**src/rtl/matrix_pkg.sv**
```systemverilog
// Shared sizes and element types for the matrix calculator
// Matrix, dimension and storage write port structs
// State, mode and opcode enums
`default_nettype none

package matrix_pkg;

  // ====================
  // Sizes
  localparam int MAX_DIM   = 3;
  localparam int MAT_SLOTS = 4;
  localparam int ELEM_W    = 8;
  localparam int DIM_W     = 2;
  localparam int SLOT_W    = 2;

  // ====================
  // Data types
  // Unsigned element, arithmetic wraps modulo 256
  typedef logic [ELEM_W-1:0] element_t;

  typedef struct packed {
    logic [DIM_W-1:0] rows;
    logic [DIM_W-1:0] cols;
  } mat_dims_t;

  // Row-major cells, unused ones stay zero
  typedef struct packed {
    mat_dims_t                               dims;
    element_t [MAX_DIM-1:0][MAX_DIM-1:0] data;
  } matrix_t;

  // Storage write port
  typedef struct packed {
    logic             new_mat;
    mat_dims_t        dims;
    logic             elem;
    logic [DIM_W-1:0] row;
    logic [DIM_W-1:0] col;
    element_t         data;
  } mat_wr_t;

  // ====================
  // Enums
  typedef enum logic [1:0] {OP_ADD, OP_SCALAR_MUL, OP_TRANSPOSE} op_code_t;

  typedef enum logic {MODE_INPUT, MODE_CALC} mode_t;

  typedef enum logic [2:0] {
    STATE_IDLE,
    STATE_INPUT,
    STATE_CALC,
    STATE_PRINT,
    STATE_ERROR_SHOW
  } sys_state_t;

endpackage

`default_nettype wire

```
**src/rtl/main_fsm.sv**
```systemverilog
// Top control FSM of the calculator
// Sequences matrix input, ALU run and result output, drives status LEDs
`timescale 1ns/1ps
`default_nettype none

module main_fsm (
  input  wire                    clk,
  input  wire                    reset,
  input  wire matrix_pkg::mode_t sw_mode_sel,
  input  wire                    btn_confirm,
  input  wire                    btn_esc,
  input  wire                    input_done,
  input  wire                    input_err,
  input  wire                    alu_done,
  input  wire                    alu_err,
  input  wire                    print_done,
  output matrix_pkg::sys_state_t state,
  output logic                   input_en,
  output logic                   alu_start,
  output logic                   print_start,
  output logic [5:0]             led_status
);

  // Error kind for the error state, 1 means ALU error
  logic err_is_alu;

  // ====================
  // State register
  always_ff @(posedge clk) begin
    if (reset) begin
      state       <= matrix_pkg::STATE_IDLE;
      alu_start   <= 1'b0;
      print_start <= 1'b0;
      err_is_alu  <= 1'b0;
    end else begin
      // Strobes last one cycle
      alu_start   <= 1'b0;
      print_start <= 1'b0;
      case (state)
        matrix_pkg::STATE_IDLE: begin
          if (btn_confirm) begin
            if (sw_mode_sel == matrix_pkg::MODE_INPUT) begin
              state <= matrix_pkg::STATE_INPUT;
            end else begin
              state     <= matrix_pkg::STATE_CALC;
              alu_start <= 1'b1;
            end
          end
        end
        matrix_pkg::STATE_INPUT: begin
          // Esc drops the partial frame
          if (btn_esc) begin
            state <= matrix_pkg::STATE_IDLE;
          end else if (input_err) begin
            state      <= matrix_pkg::STATE_ERROR_SHOW;
            err_is_alu <= 1'b0;
          end else if (input_done) begin
            state <= matrix_pkg::STATE_IDLE;
          end
        end
        matrix_pkg::STATE_CALC: begin
          if (alu_err) begin
            state      <= matrix_pkg::STATE_ERROR_SHOW;
            err_is_alu <= 1'b1;
          end else if (alu_done) begin
            state       <= matrix_pkg::STATE_PRINT;
            print_start <= 1'b1;
          end
        end
        matrix_pkg::STATE_PRINT: begin
          if (print_done) state <= matrix_pkg::STATE_IDLE;
        end
        matrix_pkg::STATE_ERROR_SHOW: begin
          // Hold until the user acknowledges
          if (btn_confirm || btn_esc) state <= matrix_pkg::STATE_IDLE;
        end
        default: state <= matrix_pkg::STATE_IDLE;
      endcase
    end
  end

  assign input_en = (state == matrix_pkg::STATE_INPUT);

  // ====================
  // LEDs, one-hot state plus error kind
  always_comb begin
    led_status    = '0;
    led_status[0] = (state == matrix_pkg::STATE_IDLE);
    led_status[1] = (state == matrix_pkg::STATE_INPUT);
    led_status[2] = (state == matrix_pkg::STATE_CALC);
    led_status[3] = (state == matrix_pkg::STATE_PRINT);
    led_status[4] = (state == matrix_pkg::STATE_ERROR_SHOW) && !err_is_alu;
    led_status[5] = (state == matrix_pkg::STATE_ERROR_SHOW) && err_is_alu;
  end

endmodule

`default_nettype wire

```
**src/rtl/matrix_alu.sv**
```systemverilog
// Element-serial matrix ALU
// Add, scalar multiply and transpose, one element per cycle
// Dims check for add
`timescale 1ns/1ps
`default_nettype none

module matrix_alu (
  input  wire                         clk,
  input  wire                         reset,
  input  wire                         alu_start,
  input  wire matrix_pkg::op_code_t   op,
  input  wire matrix_pkg::matrix_t    mat_a,
  input  wire matrix_pkg::matrix_t    mat_b,
  input  wire matrix_pkg::element_t   scalar,
  output matrix_pkg::matrix_t         result,
  output logic                        alu_done,
  output logic                        alu_err
);

  logic                         busy;
  logic [matrix_pkg::DIM_W-1:0] r, c;
  logic [matrix_pkg::DIM_W-1:0] dst_r, dst_c;
  logic                         at_last;
  logic                         dims_match;
  matrix_pkg::element_t         a_el, b_el, elem_val;

  assign dims_match = (mat_a.dims == mat_b.dims);
  assign at_last    = (r == mat_a.dims.rows - 1'b1) && (c == mat_a.dims.cols - 1'b1);

  // ====================
  // Element datapath
  always_comb begin
    a_el = mat_a.data[r][c];
    b_el = mat_b.data[r][c];
    case (op)
      matrix_pkg::OP_ADD:        elem_val = a_el + b_el;
      matrix_pkg::OP_SCALAR_MUL: elem_val = a_el * scalar;
      default:                   elem_val = a_el;
    endcase
    // Transpose writes to the mirrored cell
    dst_r = (op == matrix_pkg::OP_TRANSPOSE) ? c : r;
    dst_c = (op == matrix_pkg::OP_TRANSPOSE) ? r : c;
  end

  // ====================
  // Walk control
  always_ff @(posedge clk) begin
    if (reset) begin
      busy     <= 1'b0;
      r        <= '0;
      c        <= '0;
      alu_done <= 1'b0;
      alu_err  <= 1'b0;
    end else begin
      alu_done <= 1'b0;
      alu_err  <= 1'b0;
      if (alu_start) begin
        if (op == matrix_pkg::OP_ADD && !dims_match) begin
          alu_err <= 1'b1;
        end else begin
          busy <= 1'b1;
          r    <= '0;
          c    <= '0;
        end
      end else if (busy) begin
        if (at_last) begin
          busy     <= 1'b0;
          alu_done <= 1'b1;
        end else if (c == mat_a.dims.cols - 1'b1) begin
          c <= '0;
          r <= r + 1'b1;
        end else begin
          c <= c + 1'b1;
        end
      end
    end
  end

  // Result register, dims set at start
  always_ff @(posedge clk) begin
    if (alu_start) begin
      result <= '0;
      if (op == matrix_pkg::OP_TRANSPOSE) begin
        result.dims.rows <= mat_a.dims.cols;
        result.dims.cols <= mat_a.dims.rows;
      end else begin
        result.dims <= mat_a.dims;
      end
    end else if (busy) begin
      result.data[dst_r][dst_c] <= elem_val;
    end
  end

endmodule

`default_nettype wire

```
**src/rtl/matrix_calc_core.sv**
```systemverilog
// Calculator top level
// Control FSM, input parser, slot store, ALU and result streamer
`timescale 1ns/1ps
`default_nettype none

module matrix_calc_core (
  input  wire                             clk,
  input  wire                             reset,
  input  wire matrix_pkg::element_t       rx_byte,
  input  wire                             rx_valid,
  input  wire matrix_pkg::mode_t          sw_mode_sel,
  input  wire matrix_pkg::op_code_t       sw_op,
  input  wire [matrix_pkg::SLOT_W-1:0]    sw_id_a,
  input  wire [matrix_pkg::SLOT_W-1:0]    sw_id_b,
  input  wire matrix_pkg::element_t       sw_scalar_val,
  input  wire                             btn_confirm,
  input  wire                             btn_esc,
  output matrix_pkg::element_t            out_data,
  output logic                            out_valid,
  output logic                            out_last,
  output logic [5:0]                      led_status
);

  // ====================
  // Interconnect
  matrix_pkg::mat_wr_t    wr;
  matrix_pkg::matrix_t    rd_a, rd_b, result;
  logic input_en, alu_start, print_start;
  logic input_done, input_err, alu_done, alu_err, print_done;

  // Control
  main_fsm u_fsm (
    .clk, .reset, .sw_mode_sel, .btn_confirm, .btn_esc,
    .input_done, .input_err, .alu_done, .alu_err, .print_done,
    .state(), .input_en, .alu_start, .print_start, .led_status
  );

  // Byte stream parser
  matrix_input u_input (
    .clk, .reset, .input_en, .btn_esc, .rx_byte, .rx_valid,
    .wr, .input_done, .input_err
  );

  // Operand ids come straight from the switches
  matrix_storage u_storage (
    .clk, .reset, .wr, .rd_id_a(sw_id_a), .rd_id_b(sw_id_b), .rd_a, .rd_b
  );

  matrix_alu u_alu (
    .clk, .reset, .alu_start, .op(sw_op), .mat_a(rd_a), .mat_b(rd_b),
    .scalar(sw_scalar_val), .result, .alu_done, .alu_err
  );

  result_streamer u_streamer (
    .clk, .reset, .print_start, .result,
    .out_data, .out_valid, .out_last, .print_done
  );

endmodule

`default_nettype wire

```
**src/rtl/matrix_input.sv**
```systemverilog
// Byte stream parser for matrix entry
// Rows byte, cols byte, then elements in row-major order
`timescale 1ns/1ps
`default_nettype none

module matrix_input (
  input  wire                       clk,
  input  wire                       reset,
  input  wire                       input_en,
  input  wire                       btn_esc,
  input  wire matrix_pkg::element_t rx_byte,
  input  wire                       rx_valid,
  output matrix_pkg::mat_wr_t       wr,
  output logic                      input_done,
  output logic                      input_err
);

  typedef enum logic [1:0] {P_ROWS, P_COLS, P_ELEMS} parse_t;

  parse_t                       pstate;
  logic [matrix_pkg::DIM_W-1:0] rows_q, cols_q;
  logic [matrix_pkg::DIM_W-1:0] row_cnt, col_cnt;
  logic                         dim_ok;
  logic                         last_elem;
  logic                         take;

  // Dims must be 1..MAX_DIM
  assign dim_ok    = (rx_byte != '0) && (int'(rx_byte) <= matrix_pkg::MAX_DIM);
  assign last_elem = (row_cnt == rows_q - 1'b1) && (col_cnt == cols_q - 1'b1);
  assign take      = input_en && rx_valid && !btn_esc;

  // ====================
  // Storage write, lands on the edge of the carrying byte
  always_comb begin
    wr           = '0;
    wr.dims.rows = rows_q;
    wr.dims.cols = rx_byte[matrix_pkg::DIM_W-1:0];
    wr.row       = row_cnt;
    wr.col       = col_cnt;
    wr.data      = rx_byte;
    wr.new_mat   = take && (pstate == P_COLS) && dim_ok;
    wr.elem      = take && (pstate == P_ELEMS);
  end

  // ====================
  // Parse state and counters
  always_ff @(posedge clk) begin
    if (reset) begin
      pstate     <= P_ROWS;
      rows_q     <= '0;
      cols_q     <= '0;
      row_cnt    <= '0;
      col_cnt    <= '0;
      input_done <= 1'b0;
      input_err  <= 1'b0;
    end else begin
      input_done <= 1'b0;
      input_err  <= 1'b0;
      if (!input_en || btn_esc) begin
        pstate <= P_ROWS;
      end else if (rx_valid) begin
        case (pstate)
          P_ROWS: begin
            if (dim_ok) begin
              rows_q <= rx_byte[matrix_pkg::DIM_W-1:0];
              pstate <= P_COLS;
            end else begin
              input_err <= 1'b1;
            end
          end
          P_COLS: begin
            if (dim_ok) begin
              cols_q  <= rx_byte[matrix_pkg::DIM_W-1:0];
              row_cnt <= '0;
              col_cnt <= '0;
              pstate  <= P_ELEMS;
            end else begin
              input_err <= 1'b1;
              pstate    <= P_ROWS;
            end
          end
          P_ELEMS: begin
            if (last_elem) begin
              input_done <= 1'b1;
              pstate     <= P_ROWS;
            end else if (col_cnt == cols_q - 1'b1) begin
              // Wrap to next row
              col_cnt <= '0;
              row_cnt <= row_cnt + 1'b1;
            end else begin
              col_cnt <= col_cnt + 1'b1;
            end
          end
          default: pstate <= P_ROWS;
        endcase
      end
    end
  end

endmodule

`default_nettype wire

```
**src/rtl/matrix_storage.sv**
```systemverilog
// Matrix slot store with two combinational read ports
// Owns the next-slot pointer used by input frames
`timescale 1ns/1ps
`default_nettype none

module matrix_storage (
  input  wire                                    clk,
  input  wire                                    reset,
  input  wire matrix_pkg::mat_wr_t               wr,
  input  wire [matrix_pkg::SLOT_W-1:0]           rd_id_a,
  input  wire [matrix_pkg::SLOT_W-1:0]           rd_id_b,
  output matrix_pkg::matrix_t                    rd_a,
  output matrix_pkg::matrix_t                    rd_b
);

  matrix_pkg::matrix_t           slots [matrix_pkg::MAT_SLOTS];
  logic [matrix_pkg::SLOT_W-1:0] next_slot;
  matrix_pkg::mat_dims_t         tgt_dims;
  logic                          last_wr;

  // Dims of the slot being filled
  assign tgt_dims = slots[next_slot].dims;

  // Frame complete on the bottom-right cell
  assign last_wr = wr.elem
                && (wr.row == tgt_dims.rows - 1'b1)
                && (wr.col == tgt_dims.cols - 1'b1);

  // ====================
  // Write side
  always_ff @(posedge clk) begin
    if (reset) begin
      for (int i = 0; i < matrix_pkg::MAT_SLOTS; i++) begin
        slots[i] <= '0;
      end
      next_slot <= '0;
    end else begin
      if (wr.new_mat) begin
        // Fresh frame, clear old cells
        slots[next_slot]      <= '0;
        slots[next_slot].dims <= wr.dims;
      end else if (wr.elem) begin
        slots[next_slot].data[wr.row][wr.col] <= wr.data;
      end
      // Pointer wraps modulo slot count
      if (last_wr) next_slot <= next_slot + 1'b1;
    end
  end

  // ====================
  // Read side
  assign rd_a = slots[rd_id_a];
  assign rd_b = slots[rd_id_b];

endmodule

`default_nettype wire

```
**src/rtl/result_streamer.sv**
```systemverilog
// Result streamer, one element per cycle in row-major order
`timescale 1ns/1ps
`default_nettype none

module result_streamer (
  input  wire                       clk,
  input  wire                       reset,
  input  wire                       print_start,
  input  wire matrix_pkg::matrix_t  result,
  output matrix_pkg::element_t      out_data,
  output logic                      out_valid,
  output logic                      out_last,
  output logic                      print_done
);

  logic                         active;
  logic [matrix_pkg::DIM_W-1:0] r, c;
  logic                         at_last;

  assign at_last = (r == result.dims.rows - 1'b1) && (c == result.dims.cols - 1'b1);

  always_ff @(posedge clk) begin
    if (reset) begin
      active     <= 1'b0;
      r          <= '0;
      c          <= '0;
      out_valid  <= 1'b0;
      out_last   <= 1'b0;
      print_done <= 1'b0;
    end else begin
      out_valid  <= active;
      out_last   <= active && at_last;
      // Done trails the last beat
      print_done <= out_last;
      if (print_start) begin
        active <= 1'b1;
        r      <= '0;
        c      <= '0;
      end else if (active) begin
        if (at_last) active <= 1'b0;
        else if (c == result.dims.cols - 1'b1) begin
          c <= '0;
          r <= r + 1'b1;
        end else c <= c + 1'b1;
      end
    end
  end

  // Payload follows the walk pointer
  always_ff @(posedge clk) begin
    out_data <= result.data[r][c];
  end

endmodule

`default_nettype wire

```
**config.mk**
```make
export PLATFORM = sky130hd
export DESIGN_NAME = matrix_calc_core
export DESIGN_NICKNAME = d
export VERILOG_FILES = /design/src/rtl/matrix_pkg.sv /design/src/rtl/main_fsm.sv /design/src/rtl/matrix_alu.sv /design/src/rtl/matrix_calc_core.sv /design/src/rtl/matrix_input.sv /design/src/rtl/matrix_storage.sv /design/src/rtl/result_streamer.sv
export SDC_FILE = /design/constraint.sdc
export NUM_CORES = 1
export LEC_CHECK = 0
export BUFFER_PORTS_ARGS = -buffer_cell sky130_fd_sc_hd__buf_4
export CAP_MARGIN = 5
export CORE_MARGIN = 1.5
export CORE_UTILIZATION = 50
export DETAILED_ROUTE_END_ITERATION = 16
export GPL_TIMING_DRIVEN = 1
export PLACE_DENSITY = 0.64
export SYNTH_ARGS = -nofsm -noshare
export SYNTH_HDL_FRONTEND = slang
export SYNTH_SLANG_ARGS = --single-unit
```
**constraint.sdc**
```tcl
create_clock -name clk -period 9.6 [get_ports clk]
set_clock_uncertainty 0.05 [all_clocks]
set_input_delay 0.48 -clock clk [delete_from_list [all_inputs] [get_ports clk]]
set_output_delay 0.48 -clock clk [all_outputs]
set_load 0.02 [all_outputs]
```
* After elaboration in Yosys (flattened, before gate mapping)
Memories as Yosys holds them, arrays and structs flattened. A register that Yosys moved wholly into a read port is not among the register bits. Index checks and enable logic that the tools add are counted.
Cells by class: add/sub/neg operators 16, multiply operators 1, magnitude comparators 13, eq/ne operators 32, multiplexer cells 160, bitwise logic cells 83, reduce and logical (&&, ||, !) cells 54
Operators with widths (number):
- $bmux 24 s2 | 3
- $mux 24 | 5
- $demux 24 s2 | 2
- $mux 1 | 96
- $mux 76 | 1
- $reduce_or 76->1 | 1
- $mux 73 | 1
- $or 1x1->1 | 73
- $bwmux 72 | 1
- $mux 72 | 1
- $bmux 8 s2 | 3
- $mux 2 | 24
- $mux 8 | 5
- $demux 8 s2 | 2
- $lt 2x3->1 const B | 8
- $mux 3 | 8
- $logic_and 1x1->1 | 19
- $eq 2x2->1 | 8
- $pmux 8 s2 | 1
- $reduce_and 4->1 | 4
- $sub 2x1->2 const B | 8
- $pmux 3 s5 | 1
- $add 2x1->2 const B | 7
- $ne 2x2->1 const B | 7
- 31 further kinds | 70
Word-level totals: flip-flop bits (word level) 119, bits in writable memories 304, input bits 28, output and inout bits 16, word-level logic and storage cells 395, memories 1
Memories:
- u_storage.slots | words 4, bits a word 76, rd ports 3, clocked after memory_dff 1, wr ports 4, RTL line matrix_storage.sv:16 | matrix_pkg::matrix_t slots [matrix_pkg::MAT_SLOTS];

* Longest topological paths before layout
depth in word-level cells 11, gate-level depth with buffers 29, mapped depth without buffers 24

* Cells and area by module
Synthesis repeated with hierarchy kept, for this count alone.
Unflattened totals: cells, all modules 1996, area, all modules 23262.3 um^2
By module, submodules not included:
- matrix_storage | instances 1, cells each 1027, area each 15095.7 um^2, seq. area each 9208.8 um^2
- matrix_alu | instances 1, cells each 706, area each 5809.3 um^2, seq. area each 1701.6 um^2
- result_streamer | instances 1, cells each 131, area each 1219.9 um^2, seq. area each 320.3 um^2
- matrix_input | instances 1, cells each 85, area each 738.2 um^2, seq. area each 240.2 um^2
- main_fsm | instances 1, cells each 47, area each 399.1 um^2, seq. area each 120.1 um^2

* Worst setup path before layout
Ideal clock, no wire load.
kind input to register, from in sw_id_a[0] (netlist bit), to reg u_alu.result[23] (netlist name), arrival 6098 ps, required time 9475 ps, path slack 3377 ps, stages 24, buffers on the path 4, cell sequence buf_6 buf_6 buf_8 buf_6 mux4_2 nand2_1 o21ai_0 a221oi_1 nor2b_1 fa_1 inv_1 fa_1 fa_1 fa_1 inv_1 ha_1 a21oi_1 xnor2_1 xnor2_1 xnor3_1 xnor3_1 mux2i_1 o2111ai_2 mux2i_1
On the way: cells in the longest elaborated chain, start to end 8, elaborated cells between the ends (all ways) 9, classes of those cells 1 x add/sub; 1 x mul; 6 x mux; 1 x memory
Ends and longest elaborated chain:
- from (decl) | RTL line matrix_calc_core.sv:13 | input wire [matrix_pkg::SLOT_W-1:0] sw_id_a,
- $mem_v2 4x76 *
- $bmux 24 s2 * | RTL line matrix_alu.sv:33 | a_el = mat_a.data[r][c];
- $mux 24 (implied by the code) * | RTL line matrix_alu.sv:33
- $bmux 8 s2 * | RTL line matrix_alu.sv:33
- $mux 8 (implied by the code) * | RTL line matrix_alu.sv:33
- $mul 8x8->8 or $add 8x8->8 (tied branches) | RTL line matrix_alu.sv:37, matrix_alu.sv:36
- $pmux 8 s2 * | RTL line matrix_alu.sv:35 | case (op)
- $bwmux 72 * | RTL line matrix_alu.sv:90 | result.data[dst_r][dst_c] <= elem_val;
Mark *: on every way between the ends. The rest lies on a longest branch, timed or not. The select of a mux whose other input is x is not followed. A chain may end at the register's enable or synchronous reset.

* Worst setup path after layout
from reg u_alu.c[0] (netlist bit), to reg u_alu.result[23] (netlist name)
On the way: cells in the longest elaborated chain, start to end 8, elaborated cells between the ends (all ways) 20, classes of those cells 1 x add/sub; 1 x mul; 4 x order compare; 12 x mux; 2 x reduce/logical
Ends and longest elaborated chain:
- from (decl) | RTL line matrix_alu.sv:21 | logic [matrix_pkg::DIM_W-1:0] r, c;
- from (signal assigned) | RTL line matrix_alu.sv:73 | c <= c + 1'b1;
- branches (longest 7 deep; another with $mul 8x8->8)
- $bwmux 72 * | RTL line matrix_alu.sv:90
Every way passes the cells marked *. The select of a mux whose other input is x is not followed.

==> metrics.md <==
| Metric | Value |
|---|---|
| Final HPWL from detailed placement | 42,800 um |
| Max cap viols | 0 |
| Synth area leaders | edfxtp_1, mux4_2, dfxtp_1 |
| GP Congestion | 0.894 |
| Synthesis-to-layout area growth | 8.88% |
| Worst Path Arrival | 8.04 ns |
| Overflow after GRT | 0 |
| Via-per-instance ratio | 6.18 |
| Cts hold-fix bufs | 0 |
| Critical path buffer and inverter count | 5 |
| Slew Viols, Final | 0 |
| Clock Path Buffers | 3 |
| Top-count cell post-synth | nor2_1 |
| Setup violation total in the final timing report | 0 |
| Clock-pin slew on the worst setup and hold paths | 0.06 ns |
| Number of global-route vias before repair | 16,117 |
| Worst hold path type | primary input to flop |
| CP Data Required Time | 10.07 ns |
| First-pass GRT wire length | 97,700 um |
| Syn_nets | 2,111 |
| Post-Place Worst Slack | 1.83 ns |
| Root Buffer | clkbuf_16 |
| Top FF cell, synth | edfxtp_1 |
| Portion of total power attributed to sequential cells | 44.3% |
| Max VDD drop | 0.000152 V |
| CP startpoint kind | flop |
| Synth top area share | 40.2% |
| Vias | 16,338 |
| Die extent in y | 217 um |
| Synth unique cells | 56 |
| Initial antenna violation count | 1 |
| DR pass1 iterations | 5 |
| Slew headroom | 19.1% |
| Fin worst setup slack | 2.02 ns |
| Cell Area, Synth | 23,000 sq um |
| Critical path endpoint category | flop |
| Post-Route Setup TNS | 0 ns |
| R2R Path End | u_alu.result[23] |
| Synth async-reset ratio | 0% |
| Starting Density | 50.7% |
| Lkg Pwr | 0.00937 uW |
| NumNets Final | 2,082 |
| Crit-path slowest cell | a221oi_1 |
| Critical path depth | 22 |
| Setup bufs post-CTS | 0 |
| # port buffers | 43 |
| CP peak stage delay | 0.98 ns |
| CTS sink cnt | 425 |
| Mapped Cells | 2,038 |
| Clock Power Share | 34.3% |
| DIE AREA | 47,300 sq um |
| Power Dens Cells | 194 nW/um^2 |
| WL final | 64,600 um |
| Gr usage total | 27.8% |
| Crit path from | u_alu.c[0] |
| CTS tree | done |
| Worst-path cell chain | buf_4 > clkinv_1 > buf_4 > mux2i_1 > mux2i_1 > a221oi_1 > nor2b_1 > fa_1 > inv_1 > fa_1 > fa_1 > fa_1 > inv_1 > ha_1 > a21oi_1 > xnor2_1 > xnor2_1 > xnor3_1 > xnor3_1 > mux2i_1 > o2111ai_2 > mux2i_1 |
| Comb power frac | 21.4% |
| Core Util, Final | 55.2% |
| Seq/Total Area, Yosys | 50.4% |
| Final Hold Viols | 0 |
| F_max | 0.132 GHz |
| Sw power | 1400 uW |
| Worst reg2reg path depth | 22 |
| Unrepaired setup endpoints after global routing | no |
| # IOs | 44 |
| Status | completed |
| Post_cts resized | 0 |
| CP delay by family, top | adder cells |
| Yosys warnings | 0 |
| Die Wd | 217 um |
| Post-synth top cells | nor2_1, edfxtp_1, nand2_1 |
| DR WL/cell | 24.4 um |
| Fraction of layout cells with a size suffix above 1 | 15.6% |
| Number of synthesized flops with an enable pin | 308 |
| DR DRC count | 0 |
| Worst Setup EP | u_alu.result[23] |
| Initial DRC Count | 1,855 |
| Worst skew pair latency | 0.59 ns |
| Final hold slack | 0.114 ns |
| Max Fanout on Critical Path | 28 |
| Sw Share | 28.8% |
| Diodes inserted | 0 |
| Synth area leader | edfxtp_1 |
| CP Class | flop to flop |
| Mean Syn Cell Area | 11.3 sq um |
| Clock buffer count from CTS | 46 |
| CTS H-tree lvls | 2 |
| Fin crit period | 7.58 ns |
| Reg2Reg Setup Slack | 2.02 ns |
| Core Footprint | 45,400 sq um |
| Pint | 3450 uW |
| Worst R2R Start | u_alu.c[0] |
| Worst-margin pin slew | 1.21 ns |
| #FFs+latches synth | 425 |
| Final period utilization | 78.9% |
| Num rows | 78 |
| Pin count of the biggest net entering global routing | 77 |
| ANT nets after route | 0 |
==> worst min path at each step <==
stage,from,to,depth (start not counted)
6_report,rx_valid,u_input.input_err,3
3_5_place_dp,u_alu.result[65],u_alu.result[65],2
5_1_grt,btn_confirm,u_fsm.alu_start,2
4_1_cts,rx_valid,u_input.input_err,3
3_3_place_gp,u_alu.result[23],u_alu.result[23],2
2_1_floorplan,u_alu.result[1],u_alu.result[1],2
==> cell usage in the layout, fill, tap and decap left out, types with 4 or more instances in the layout <==
cell type | synthesis | routed
a211oi_1 | 16 | 16
a21o_1 | 5 | 5
a21oi_1 | 83 | 83
a221oi_1 | 4 | 4
a22oi_1 | 14 | 14
a31oi_1 | 8 | 8
and2_1 | 14 | 14
and3_1 | 14 | 14
buf_4 | 6 | 71
clkbuf_1 | 101 | 20
clkbuf_16 | 0 | 47
clkinv_1 | 3 | 8
clkinv_2 | 0 | 7
dfxtp_1 | 117 | 116
edfxtp_1 | 308 | 308
fa_1 | 13 | 13
ha_1 | 32 | 32
inv_1 | 130 | 130
mux2_2 | 15 | 15
mux2i_1 | 92 | 92
mux4_2 | 165 | 165
nand2_1 | 308 | 307
nand2b_1 | 14 | 14
nand3_1 | 20 | 20
nor2_1 | 339 | 339
nor2b_1 | 22 | 22
nor3_1 | 23 | 21
nor3b_1 | 5 | 5
o21ai_0 | 22 | 22
o21ai_1 | 6 | 6
o21bai_1 | 4 | 4
o22ai_1 | 21 | 21
or3_1 | 7 | 5
xnor2_1 | 29 | 29
==> cells by family after synthesis <==
kind of cell / share of synthesized area (%)
AND/OR/NAND/NOR: 14.1
flip-flops: 50.4
buffers and inverters: 4.94
multiplexers: 20.9
AO/OA/AOI/OAI: 5.22
adder cells (fa/ha/maj): 2.87
XOR/XNOR: 1.51
==> metrics by stage <==
step                instances  instance area [sq um]  power (uW)
floorplan                2038                  23000        2910
global placement         2561                  23700        3190
detailed placement       2561                  23700        3220
CTS                      2645                  25000        4860
global route             2645                  25000        5040
finish                   2645                  25000        4850
==> layer usage <==
layer,wire (um),vias up,GRT usage [%]
li1,-,7190,-
met1,25700,8149,38.1
met2,29900,827,43.6
met3,6510,172,5.91
met4,2520,0,10.8
met5,0,-,0
==> sequential cells by signal, summed over array words and instances, names as in the netlist, 2 cells and up, named ones only <==
signal               flops
u_input.pstate           2
u_streamer.r             2
u_alu.c                  2
u_alu.result            76
u_input.rows_q           2
u_streamer.c             2
u_storage.slots        304
u_streamer.out_data      8
u_storage.next_slot      2
u_alu.r                  2
u_input.col_cnt          2
u_input.cols_q           2
u_input.row_cnt          2
u_fsm.state              3
==> final cells by class <==
type,count,area [sq um]
fillers,3905,20300
flip-flops and latches,425,11600
clock buffers,70,1290
well taps,600,751
inverters,133,499
clock inverters,14,86.3
repair buffers,71,533
multi-input cells,1332,10300
==> power by group through the flow <==
| stage | registers, uW | clock network [uW] | logic, uW |
|---|---|---|---|
| 6_report | 2150 | 1660 | 1040 |
| 3_5_place_dp | 2190 | 0 | 1030 |
| 2_1_floorplan | 2180 | 0 | 730 |
| 5_1_grt | 2160 | 1750 | 1130 |
| 4_1_cts | 2150 | 1680 | 1040 |
| 3_3_place_gp | 2180 | 0 | 1010 |
==> worst register-to-register path, cell delays in order (launching register included) <==
cell and delay [ns]:
dfxtp_1 0.30, buf_4 0.32, clkinv_1 0.77, buf_4 0.45, mux2i_1 0.21, mux2i_1 0.17
a221oi_1 0.98, nor2b_1 0.18, fa_1 0.47, inv_1 0.08, fa_1 0.45, fa_1 0.50
fa_1 0.49, inv_1 0.04, ha_1 0.30, a21oi_1 0.17, xnor2_1 0.20, xnor2_1 0.17
xnor3_1 0.23, xnor3_1 0.22, mux2i_1 0.23, o2111ai_2 0.29, mux2i_1 0.23
(Power assumes the default switching activity.)
